[config.mk]
export PLATFORM = sky130hd
export DESIGN_NAME = prv_block
export DESIGN_NICKNAME = d
export VERILOG_FILES = /design/src/logic/machine_mode_types_pkg.sv /design/src/logic/prv_pipe_pkg.sv /design/src/logic/csr_reg.sv /design/src/logic/prv_timer.sv /design/src/logic/prv_control.sv /design/src/logic/prv_csr_file.sv /design/src/logic/prv_block.sv
export SDC_FILE = /design/constraint.sdc
export NUM_CORES = 1
export LEC_CHECK = 0
export ABC_AREA = 1
export BUFFER_PORTS_ARGS = -buffer_cell sky130_fd_sc_hd__buf_2
export CAP_MARGIN = 20
export CORE_MARGIN = 4
export CORE_UTILIZATION = 35
export CTS_CLUSTER_DIAMETER = 120
export DETAILED_ROUTE_END_ITERATION = 7
export PLACE_DENSITY = 0.59
export SYNTH_ARGS = -nofsm -noshare
export SYNTH_HDL_FRONTEND = slang
export SYNTH_HIERARCHICAL = 1
export SYNTH_SLANG_ARGS = --single-unit
[constraint.sdc]
create_clock -name CLK -period 2.24 [get_ports CLK]
set_clock_uncertainty 0.2 [all_clocks]
set_input_delay 0.112 -clock CLK [delete_from_list [all_inputs] [get_ports CLK]]
set_output_delay 0.112 -clock CLK [all_outputs]
set_load 0.01 [all_outputs]
[src/logic/machine_mode_types_pkg.sv]
package machine_mode_types_pkg;

  // Plain 32-bit CSR payload, used for mepc and mbadaddr.
  typedef logic [31:0] word_t;

  // Machine status word. Only the global interrupt enable is implemented.
  typedef struct packed {
    logic [30:0] reserved; // Always reads as zero.
    logic        ie;       // Global machine interrupt enable.
  } mstatus_t;

  // Machine interrupt enable.
  typedef struct packed {
    logic [23:0] reserved_hi; // Bits 31:8.
    logic        mtie;        // Timer interrupt enable, bit 7.
    logic [2:0]  reserved_mid;
    logic        msie;        // Software interrupt enable, bit 3.
    logic [2:0]  reserved_lo;
  } mie_t;

  // Machine interrupt pending, same layout as mie.
  typedef struct packed {
    logic [23:0] reserved_hi;
    logic        mtip;        // Timer interrupt pending.
    logic [2:0]  reserved_mid;
    logic        msip;        // Software (and external) interrupt pending.
    logic [2:0]  reserved_lo;
  } mip_t;

  // Trap cause.
  typedef struct packed {
    logic        interrupt; // Set for interrupts, clear for exceptions.
    logic [30:0] cause;     // Exception or interrupt code.
  } mcause_t;

  // Synchronous exception codes.
  typedef enum logic [30:0] {
    INSN_MAL     = 31'd0,
    INSN_FAULT   = 31'd1,
    ILLEGAL_INSN = 31'd2,
    BREAKPOINT   = 31'd3,
    L_ADDR_MAL   = 31'd4,
    L_FAULT      = 31'd5,
    S_ADDR_MAL   = 31'd6,
    S_FAULT      = 31'd7,
    ENV_CALL_M   = 31'd11
  } ex_code_t;

  // Interrupt codes.
  typedef enum logic [30:0] {
    SOFT_INT  = 31'd3,
    TIMER_INT = 31'd7,
    EXT_INT   = 31'd11
  } int_code_t;

  // Implemented CSR addresses.
  typedef enum logic [11:0] {
    MSTATUS  = 12'h300,
    MIE      = 12'h304,
    MEPC     = 12'h341,
    MCAUSE   = 12'h342,
    MBADADDR = 12'h343,
    MIP      = 12'h344,
    MTIME    = 12'h701,
    MTIMECMP = 12'h7C1
  } csr_addr_t;

endpackage

[src/logic/prv_pipe_pkg.sv]
package prv_pipe_pkg;
  import machine_mode_types_pkg::*;

  // Exception flags reported by the pipeline stages.
  typedef struct packed {
    logic fault_l;      // Load access fault.
    logic mal_l;        // Load address misaligned.
    logic fault_s;      // Store access fault.
    logic mal_s;        // Store address misaligned.
    logic breakpoint;
    logic env_m;        // ECALL from machine mode.
    logic illegal_insn;
    logic fault_insn;   // Instruction access fault.
    logic mal_insn;     // Instruction address misaligned.
  } pipe_event_t;

  // Software CSR access.
  typedef struct packed {
    logic      wen;
    logic      ren;
    csr_addr_t addr;
    logic [31:0] wdata;
  } csr_req_t;

  // Hardware updates from trap control into the CSR file.
  typedef struct packed {
    logic     mstatus_rup;
    mstatus_t mstatus_next;
    logic     mip_rup;
    mip_t     mip_next;
    logic     mcause_rup;
    mcause_t  mcause_next;
    logic     mepc_rup;
    word_t    mepc_next;
    logic     mbadaddr_rup;
    word_t    mbadaddr_next;
  } csr_upd_t;

  // Current CSR state seen by trap control.
  typedef struct packed {
    mstatus_t mstatus;
    mie_t     mie;
    mip_t     mip;
  } csr_state_t;

endpackage

[src/logic/csr_reg.sv]
`timescale 1ns/10ps

// Single machine CSR. Hardware update beats a software write.
module csr_reg #(
  parameter type  reg_t     = logic [31:0],
  parameter reg_t RESET_VAL = '0
) (
  input  logic CLK,
  input  logic nRST,
  input  logic wen,   // Software write strobe.
  input  reg_t wdata, // Software write value, already masked.
  input  logic rup,   // Hardware update request.
  input  reg_t next,  // Hardware update value.
  output reg_t q
);

  always_ff @(posedge CLK, negedge nRST) begin
    if (!nRST) begin
      q <= RESET_VAL;
    end else if (rup) begin
      q <= next; // Trap side has priority.
    end else if (wen) begin
      q <= wdata;
    end
  end

endmodule

[src/logic/prv_timer.sv]
`timescale 1ns/10ps

// Machine timer. Free-running mtime with a software-written compare value.
module prv_timer #(
  parameter int TIMER_WIDTH = 32
) (
  input  logic                   CLK,
  input  logic                   nRST,
  input  logic                   cmp_wen,   // CSR write to MTIMECMP.
  input  logic [31:0]            cmp_wdata,
  output logic [TIMER_WIDTH-1:0] mtime,
  output logic [TIMER_WIDTH-1:0] mtimecmp,
  output logic                   timer_int,      // One cycle on compare match.
  output logic                   clear_timer_int // Compare register rewritten.
);

  // Counts every cycle and wraps silently.
  always_ff @(posedge CLK, negedge nRST) begin
    if (!nRST) begin
      mtime <= '0;
    end else begin
      mtime <= mtime + TIMER_WIDTH'(1);
    end
  end

  // Compare value resets to all ones so no match occurs early.
  always_ff @(posedge CLK, negedge nRST) begin
    if (!nRST) begin
      mtimecmp <= '1;
    end else if (cmp_wen) begin
      mtimecmp <= cmp_wdata[TIMER_WIDTH-1:0]; // Upper bits dropped for narrow timers.
    end
  end

  // Match lasts one cycle since mtime keeps moving.
  assign timer_int = (mtime == mtimecmp);

  // Any rewrite of the compare value retires the pending timer interrupt.
  assign clear_timer_int = cmp_wen;

endmodule

[src/logic/prv_control.sv]
`timescale 1ns/10ps

// Trap control. Picks the trap source and drives CSR updates.
module prv_control import machine_mode_types_pkg::*, prv_pipe_pkg::*; (
  input  logic        CLK,
  input  logic        nRST,
  input  pipe_event_t pipe_ev,
  input  logic        ret,        // Return from trap.
  input  logic        pipe_clear, // Pipeline drained, trap taken.
  input  logic [31:0] epc,
  input  logic [31:0] badaddr,
  input  logic        soft_int,
  input  logic        ext_int,
  input  logic        timer_int,
  input  logic        clear_timer_int,
  input  csr_state_t  csr_state,
  output logic        intr,
  output csr_upd_t    csr_upd
);

  ex_code_t  ex_src;
  logic      exception;
  int_code_t intr_src;
  logic      int_fire;  // Enabled interrupt pending this cycle.
  logic      int_latch; // Held until the pipeline drains.
  logic      bad_flag;  // Flags that report a bad address.

  // Exception priority, load side first.
  always_comb begin
    exception = 1'b1;
    ex_src    = INSN_MAL;
    if (pipe_ev.fault_l)           ex_src = L_FAULT;
    else if (pipe_ev.mal_l)        ex_src = L_ADDR_MAL;
    else if (pipe_ev.fault_s)      ex_src = S_FAULT;
    else if (pipe_ev.mal_s)        ex_src = S_ADDR_MAL;
    else if (pipe_ev.breakpoint)   ex_src = BREAKPOINT;
    else if (pipe_ev.env_m)        ex_src = ENV_CALL_M;
    else if (pipe_ev.illegal_insn) ex_src = ILLEGAL_INSN;
    else if (pipe_ev.fault_insn)   ex_src = INSN_FAULT;
    else if (pipe_ev.mal_insn)     ex_src = INSN_MAL;
    else                           exception = 1'b0;
  end

  // Interrupt cause from the pending and enabled bits.
  // External interrupts share msip and so report the soft code.
  always_comb begin
    if (csr_state.mip.mtip && csr_state.mie.mtie) begin
      intr_src = TIMER_INT;
    end else begin
      intr_src = SOFT_INT;
    end
  end

  assign int_fire = csr_state.mstatus.ie &
                    ((csr_state.mie.mtie & csr_state.mip.mtip) |
                     (csr_state.mie.msie & csr_state.mip.msip));

  assign intr = exception | int_latch; // To pipeline, combinational.

  assign bad_flag = pipe_ev.fault_l | pipe_ev.mal_l | pipe_ev.fault_s | pipe_ev.mal_s |
                    pipe_ev.illegal_insn | pipe_ev.fault_insn | pipe_ev.mal_insn;

  always_comb begin
    csr_upd = '0;

    // Pending bits. The clear strobe wins over a same-cycle match.
    csr_upd.mip_rup  = timer_int | soft_int | ext_int | clear_timer_int;
    csr_upd.mip_next = csr_state.mip;
    if (timer_int)       csr_upd.mip_next.mtip = 1'b1;
    if (clear_timer_int) csr_upd.mip_next.mtip = 1'b0;
    if (soft_int)        csr_upd.mip_next.msip = 1'b1;
    if (ext_int)         csr_upd.mip_next.msip = 1'b1;

    // Cause is an exception whenever one is present.
    csr_upd.mcause_rup = exception | int_fire;
    csr_upd.mcause_next.interrupt = ~exception;
    if (exception) begin
      csr_upd.mcause_next.cause = ex_src;
    end else begin
      csr_upd.mcause_next.cause = intr_src;
    end

    // Global enable drops while trapping and comes back on return.
    csr_upd.mstatus_rup = intr | int_fire | ret;
    if (intr)     csr_upd.mstatus_next.ie = 1'b0;
    else if (ret) csr_upd.mstatus_next.ie = 1'b1;
    else          csr_upd.mstatus_next.ie = csr_state.mstatus.ie;

    csr_upd.mepc_rup  = exception | (int_latch & pipe_clear);
    csr_upd.mepc_next = epc;

    csr_upd.mbadaddr_rup  = bad_flag & pipe_clear;
    csr_upd.mbadaddr_next = badaddr;
  end

  // Firing lasts only until ie drops, so hold it until the pipeline is clear.
  always_ff @(posedge CLK, negedge nRST) begin
    if (!nRST) begin
      int_latch <= 1'b0;
    end else if (int_fire) begin
      int_latch <= 1'b1;
    end else if (pipe_clear) begin
      int_latch <= 1'b0;
    end
  end

endmodule

[src/logic/prv_csr_file.sv]
`timescale 1ns/10ps

// Machine CSR storage, software access decode and read mux.
module prv_csr_file import machine_mode_types_pkg::*, prv_pipe_pkg::*; #(
  parameter int TIMER_WIDTH = 32
) (
  input  logic                   CLK,
  input  logic                   nRST,
  input  csr_req_t               csr_req,
  input  csr_upd_t               csr_upd,
  input  logic [TIMER_WIDTH-1:0] mtime,
  input  logic [TIMER_WIDTH-1:0] mtimecmp,
  output csr_state_t             csr_state,
  output logic                   cmp_wen,
  output logic [31:0]            cmp_wdata,
  output logic [31:0]            csr_rdata
);

  logic     mstatus_wen, mie_wen, mcause_wen, mepc_wen, mbadaddr_wen;
  mstatus_t mstatus_wdata;
  mie_t     mie_wdata;
  mstatus_t mstatus_q;
  mie_t     mie_q;
  mip_t     mip_q;
  mcause_t  mcause_q;
  word_t    mepc_q;
  word_t    mbadaddr_q;

  // Per-register write enables. MIP has none, it is read only.
  always_comb begin
    mstatus_wen  = 1'b0;
    mie_wen      = 1'b0;
    mcause_wen   = 1'b0;
    mepc_wen     = 1'b0;
    mbadaddr_wen = 1'b0;
    cmp_wen      = 1'b0;
    if (csr_req.wen) begin
      case (csr_req.addr)
        MSTATUS:  mstatus_wen  = 1'b1;
        MIE:      mie_wen      = 1'b1;
        MCAUSE:   mcause_wen   = 1'b1;
        MEPC:     mepc_wen     = 1'b1;
        MBADADDR: mbadaddr_wen = 1'b1;
        MTIMECMP: cmp_wen      = 1'b1; // Handled by the timer.
        default:  ;
      endcase
    end
  end

  assign cmp_wdata = csr_req.wdata;

  // Keep only implemented bits, reserved fields stay zero.
  always_comb begin
    mstatus_wdata      = '0;
    mstatus_wdata.ie   = csr_req.wdata[0];
    mie_wdata          = '0;
    mie_wdata.mtie     = csr_req.wdata[7];
    mie_wdata.msie     = csr_req.wdata[3];
  end

  csr_reg #(.reg_t(mstatus_t), .RESET_VAL(mstatus_t'('0))) u_mstatus (
    .CLK, .nRST,
    .wen(mstatus_wen), .wdata(mstatus_wdata),
    .rup(csr_upd.mstatus_rup), .next(csr_upd.mstatus_next),
    .q(mstatus_q)
  );

  csr_reg #(.reg_t(mie_t), .RESET_VAL(mie_t'('0))) u_mie (
    .CLK, .nRST,
    .wen(mie_wen), .wdata(mie_wdata),
    .rup(1'b0), .next(mie_t'('0)), // Software only.
    .q(mie_q)
  );

  csr_reg #(.reg_t(mip_t), .RESET_VAL(mip_t'('0))) u_mip (
    .CLK, .nRST,
    .wen(1'b0), .wdata(mip_t'('0)), // Hardware only.
    .rup(csr_upd.mip_rup), .next(csr_upd.mip_next),
    .q(mip_q)
  );

  csr_reg #(.reg_t(mcause_t), .RESET_VAL(mcause_t'('0))) u_mcause (
    .CLK, .nRST,
    .wen(mcause_wen), .wdata(mcause_t'(csr_req.wdata)),
    .rup(csr_upd.mcause_rup), .next(csr_upd.mcause_next),
    .q(mcause_q)
  );

  csr_reg #(.reg_t(word_t), .RESET_VAL(word_t'('0))) u_mepc (
    .CLK, .nRST,
    .wen(mepc_wen), .wdata(csr_req.wdata),
    .rup(csr_upd.mepc_rup), .next(csr_upd.mepc_next),
    .q(mepc_q)
  );

  csr_reg #(.reg_t(word_t), .RESET_VAL(word_t'('0))) u_mbadaddr (
    .CLK, .nRST,
    .wen(mbadaddr_wen), .wdata(csr_req.wdata),
    .rup(csr_upd.mbadaddr_rup), .next(csr_upd.mbadaddr_next),
    .q(mbadaddr_q)
  );

  assign csr_state.mstatus = mstatus_q;
  assign csr_state.mie     = mie_q;
  assign csr_state.mip     = mip_q;

  // Combinational read. Timer values are zero-extended.
  always_comb begin
    csr_rdata = '0;
    if (csr_req.ren) begin
      case (csr_req.addr)
        MSTATUS:  csr_rdata = mstatus_q;
        MIE:      csr_rdata = mie_q;
        MIP:      csr_rdata = mip_q;
        MCAUSE:   csr_rdata = mcause_q;
        MEPC:     csr_rdata = mepc_q;
        MBADADDR: csr_rdata = mbadaddr_q;
        MTIME:    csr_rdata[TIMER_WIDTH-1:0] = mtime;
        MTIMECMP: csr_rdata[TIMER_WIDTH-1:0] = mtimecmp;
        default:  csr_rdata = '0; // Unknown address.
      endcase
    end
  end

endmodule

[src/logic/prv_block.sv]
`timescale 1ns/10ps

// Machine-mode privilege unit top level.
module prv_block import prv_pipe_pkg::*; #(
  parameter int TIMER_WIDTH = 32
) (
  input  logic        CLK,
  input  logic        nRST,
  input  pipe_event_t pipe_ev,
  input  logic        ret,
  input  logic        pipe_clear,
  input  logic [31:0] epc,
  input  logic [31:0] badaddr,
  input  logic        soft_int,
  input  logic        ext_int,
  input  csr_req_t    csr_req,
  output logic        intr,
  output logic [31:0] csr_rdata
);

  logic                   timer_int, clear_timer_int;
  logic                   cmp_wen;
  logic [31:0]            cmp_wdata;
  logic [TIMER_WIDTH-1:0] mtime, mtimecmp;
  csr_upd_t               csr_upd;   // Control to CSR file.
  csr_state_t             csr_state; // CSR file to control.

  prv_timer #(.TIMER_WIDTH(TIMER_WIDTH)) u_timer (
    .CLK, .nRST,
    .cmp_wen, .cmp_wdata,
    .mtime, .mtimecmp,
    .timer_int, .clear_timer_int
  );

  prv_control u_control (
    .CLK, .nRST,
    .pipe_ev, .ret, .pipe_clear,
    .epc, .badaddr,
    .soft_int, .ext_int,
    .timer_int, .clear_timer_int,
    .csr_state,
    .intr, .csr_upd
  );

  prv_csr_file #(.TIMER_WIDTH(TIMER_WIDTH)) u_csr (
    .CLK, .nRST,
    .csr_req, .csr_upd,
    .mtime, .mtimecmp,
    .csr_state,
    .cmp_wen, .cmp_wdata,
    .csr_rdata
  );

endmodule

==> results.sh <==
export IMPL_violations="negative setup slack"
export IMPL_nFillCells=4793
export IMPL_pin_count=158
export IMPL_synth_cell_type_count=36
export IMPL_antenna_found_initial=0
export IMPL_drive_above_1_share_pct=18.0
export IMPL_intPower_w=0.00920
export IMPL_cts_sinks=257
export IMPL_avgSynthCellArea_sq_um=7.13
export IMPL_final_cells=3351
export IMPL_min_path_cells=3
export IMPL_yosys_warnings=6
export IMPL_path_common_cell="nand2_2"
export IMPL_gp_congestion=0.946
export IMPL_yosysSeqAreaShare_pct=37.8
export IMPL_seqPwrFrac_pct=41.7
export IMPL_clock_latency_ns=0.60
export IMPL_p_comb_share_pct=10.8
export IMPL_finalMaxSlewViolations=0
export IMPL_peakVddDrop_uv=598
export IMPL_max_cap_violations=0
export IMPL_clk_pin_slew_ns=0.06
export IMPL_synth_commonest_cells="nand2_1, nand3_1, dfrtp_1"
export IMPL_htree_num_levels=1
export IMPL_netlist_instances=2401
export IMPL_total_leakage_power_nw=10.7
export IMPL_final_util_pct=44.4
export IMPL_tritoncts="yes"
export IMPL_crit_reg2reg_launch="u_timer/mtimecmp[12]"
export IMPL_layout_nets=2837
export IMPL_gr_total_overflow=0
export IMPL_routedWlPerCell_um=18.4
export IMPL_drtIter0Drc=1670
export IMPL_synth_edf_count=0
export IMPL_core_region_area_sq_um=48000
export IMPL_start_util_pct=35.6
export IMPL_hold_viol=0
export IMPL_grt_pass1_vias=16800
export IMPL_max_freq_mhz=444
export IMPL_cts_buffers=31
export IMPL_dp_cells=3124
export IMPL_syn2layout_area_growth_pct=24.5
export IMPL_slowest_delay_ns=0.55
export IMPL_fin_ws_ns=-0.0130
export IMPL_required_ns=2.52
export IMPL_dieHeight_um=229
export IMPL_hold_path_end="u_control/int_latch"
export IMPL_place_area_sq_um=18100
export IMPL_min_from="pipe_clear"
export IMPL_powerDensity_nw_per_um2=580
export IMPL_crit_type="reg -> reg"
export IMPL_outcome="complete, but fails checks"
export IMPL_worstPathCellList="inv_2, nand2_2, nand2_1, nor2_1, buf_4, nand2_2, nor2_2, nand2_2, nor2_4, nor2_2, nand2_2, buf_12, nor2_4, clkbuf_16, nand2_4, nand3_2"
export IMPL_synth_area_sq_um=17100
export IMPL_reg2reg_depth=16
export IMPL_dieArea_sq_um=52500
export IMPL_cp_slowest_cell="dfstp_2"
export IMPL_synth_top_area_cell="dfrtp_1"
export IMPL_cts_root_buffer="clkbuf_16"
export IMPL_via_per_inst=5.10
export IMPL_drtAntennaViolNets=0
export IMPL_grt_first_pass_wirelength_um=94100
export IMPL_setup_violations=2
export IMPL_rsz0062_at_grt="yes"
export IMPL_reg2reg_to="u_csr/u_mip/q[0]"
export IMPL_synthFlopType="dfrtp_1"
export IMPL_crit_path_end_kind="register"
export IMPL_std_cell_rows=80
export IMPL_fp_dieW_um=229
export IMPL_yosysTopAreaCellShare_pct=32.9
export IMPL_worst_path_max_fanout=6
export IMPL_cp_start_kind="register"
export IMPL_cts_buffer_depth=3
export IMPL_first_pass_iters=6
export IMPL_netSwitchingFraction_pct=25.6
export IMPL_period_share_pct=101
export IMPL_drc_errors=0
export IMPL_crit_family="simple AND/OR/NAND/NOR gates"
export IMPL_rrSetupSlack_ns=-0.01
export IMPL_hold_path_class="in -> reg"
export IMPL_grt_use_total_pct=22.5
export IMPL_grt_max_degree=63
export IMPL_vias=17100
export IMPL_drt_wl_total_um=61700
export IMPL_maxSlewHeadroom_pct=58.7
export IMPL_diodes=0
export IMPL_worst_pin_slew_ns=0.619
export IMPL_hpwlAfterDp_um=41300
export IMPL_cp_num_buf_inv=4
export IMPL_min_period_ns=2.25
export IMPL_synthArstFlopShare_pct=100
export IMPL_synth_area_leaders="dfrtp_1, nand3_1, nand2_1"
export IMPL_clkPwrFrac_pct=47.5
export IMPL_port_buffers=157
export IMPL_worstPathArrival_ns=2.53
export IMPL_synth_most_common_cell="nand2_1"
export IMPL_p_sw_w=0.00317
export IMPL_ys_seq_elements=257
export IMPL_fin_area_sq_um=21300
## flip-flops by register name, summed over array words and instances (netlist names)
signal,count
u_control/int_latch,1
u_csr/u_mip/q,32
u_csr/u_mbadaddr/q,32
u_csr/u_mepc/q,32
u_csr/u_mcause/q,32
u_timer/mtimecmp,32
u_csr/u_mie/q,32
u_timer/mtime,32
u_csr/u_mstatus/q,32
## timing repair
item | 4_1_cts | 5_1_grt
hold buffers | 144 | 0
pin swaps | 11 | 29
endpoints found under the hold margin | 392 | 0
buffers inserted | 8 | 12
gates cloned | 1 | 6
resized for setup | 8 | 64
setup endpoints to repair | 32 | 70
## worst max-delay path by stage
stage                         startpoint           endpoint  slack [ns]  depth (start not counted)
floorplan           u_timer/mtimecmp[17]   u_csr/u_mip/q[7]        0.35                         15
global placement    u_timer/mtimecmp[28]  u_csr/u_mip/q[22]        -0.1                         13
detailed placement  u_timer/mtimecmp[22]  u_csr/u_mip/q[11]       -0.14                         14
CTS                 u_timer/mtimecmp[23]  u_csr/u_mip/q[26]      -0.009                         15
global route        u_timer/mtimecmp[12]   u_csr/u_mip/q[0]        -0.1                         16
finish              u_timer/mtimecmp[12]   u_csr/u_mip/q[0]       -0.01                         16
## cell families after synthesis
family                     synth area share, %
adders and majority gates               0.0731
DFF                                       37.8
and+or+nand+nor                           42.1
xor gates and xnor gates                  1.13
buffers and inverters                     17.0
other                                   0.0439
AOI/OAI and AO/OA                         1.60
muxes                                    0.197
## tightest hold or removal path, cell delays in order
cell and delay, ns:
dlygate4sd3_1 0.52, buf_2 0.11, o21ai_0 0.07
## per-layer routing
layer	GRT usage, %	up-vias	share of wire [%]
met2	36.5	790	45
met4	7.17	0	3.7
met5	0	-	0
met3	3.38	147	9.0
li1	-	8044	-
met1	31.0	8122	42
## power by group through the flow
stage                     clock network, W  registers (W)  logic (W)
after floorplan                          0        0.00516   0.000864
after global placement                   0        0.00521   0.000970
after CTS                          0.00597        0.00513    0.00122
final                              0.00588        0.00516    0.00133
after detailed placement                 0        0.00521   0.000994
after global routing               0.00616        0.00519    0.00146
## cell usage in the layout (no fill, tap or decap), types with 7 or more instances in the layout
cell	n
a21oi_1	16
o21ai_0	31
nor3_1	9
clkbuf_8	10
buf_12	37
nor2_2	27
nor2_4	19
dlygate4sd3_1	144
inv_2	13
buf_4	79
nand2_1	748
dfstp_2	32
dfrtp_1	225
nand3_1	618
clkbuf_16	35
nand2_4	10
nand4_1	28
nand2_2	25
conb_1	185
inv_1	95
buf_2	156
xor2_1	21
nand3_2	15
bufinv_16	7
nor2_1	111
## through the flow
step	total power [W]	hold slack (ns)	setup TNS [ns]	setup WS (ns)
floorplan	0.00602	-0.384	0	0.350
global placement	0.00618	-0.104	-2.82	-0.0957
detailed placement	0.00621	-0.105	-3.56	-0.139
CTS	0.0123	0.0428	-0.0201	-0.00920
global route	0.0128	0.0884	-1.63	-0.0997
finish	0.0124	0.0596	-0.0205	-0.0130
## layout make-up
type,count,area [sq um],share of cell area [%]
tap,615,769,3.61
multi-input combinational,1886,8760,41.1
inverter,112,428,2.01
timing repair buffer,423,3690,17.3
sequential,257,6470,30.4
clock buffer,44,925,4.34
clock inverter,14,272,1.27
Power figures use the tool's default switching activity.
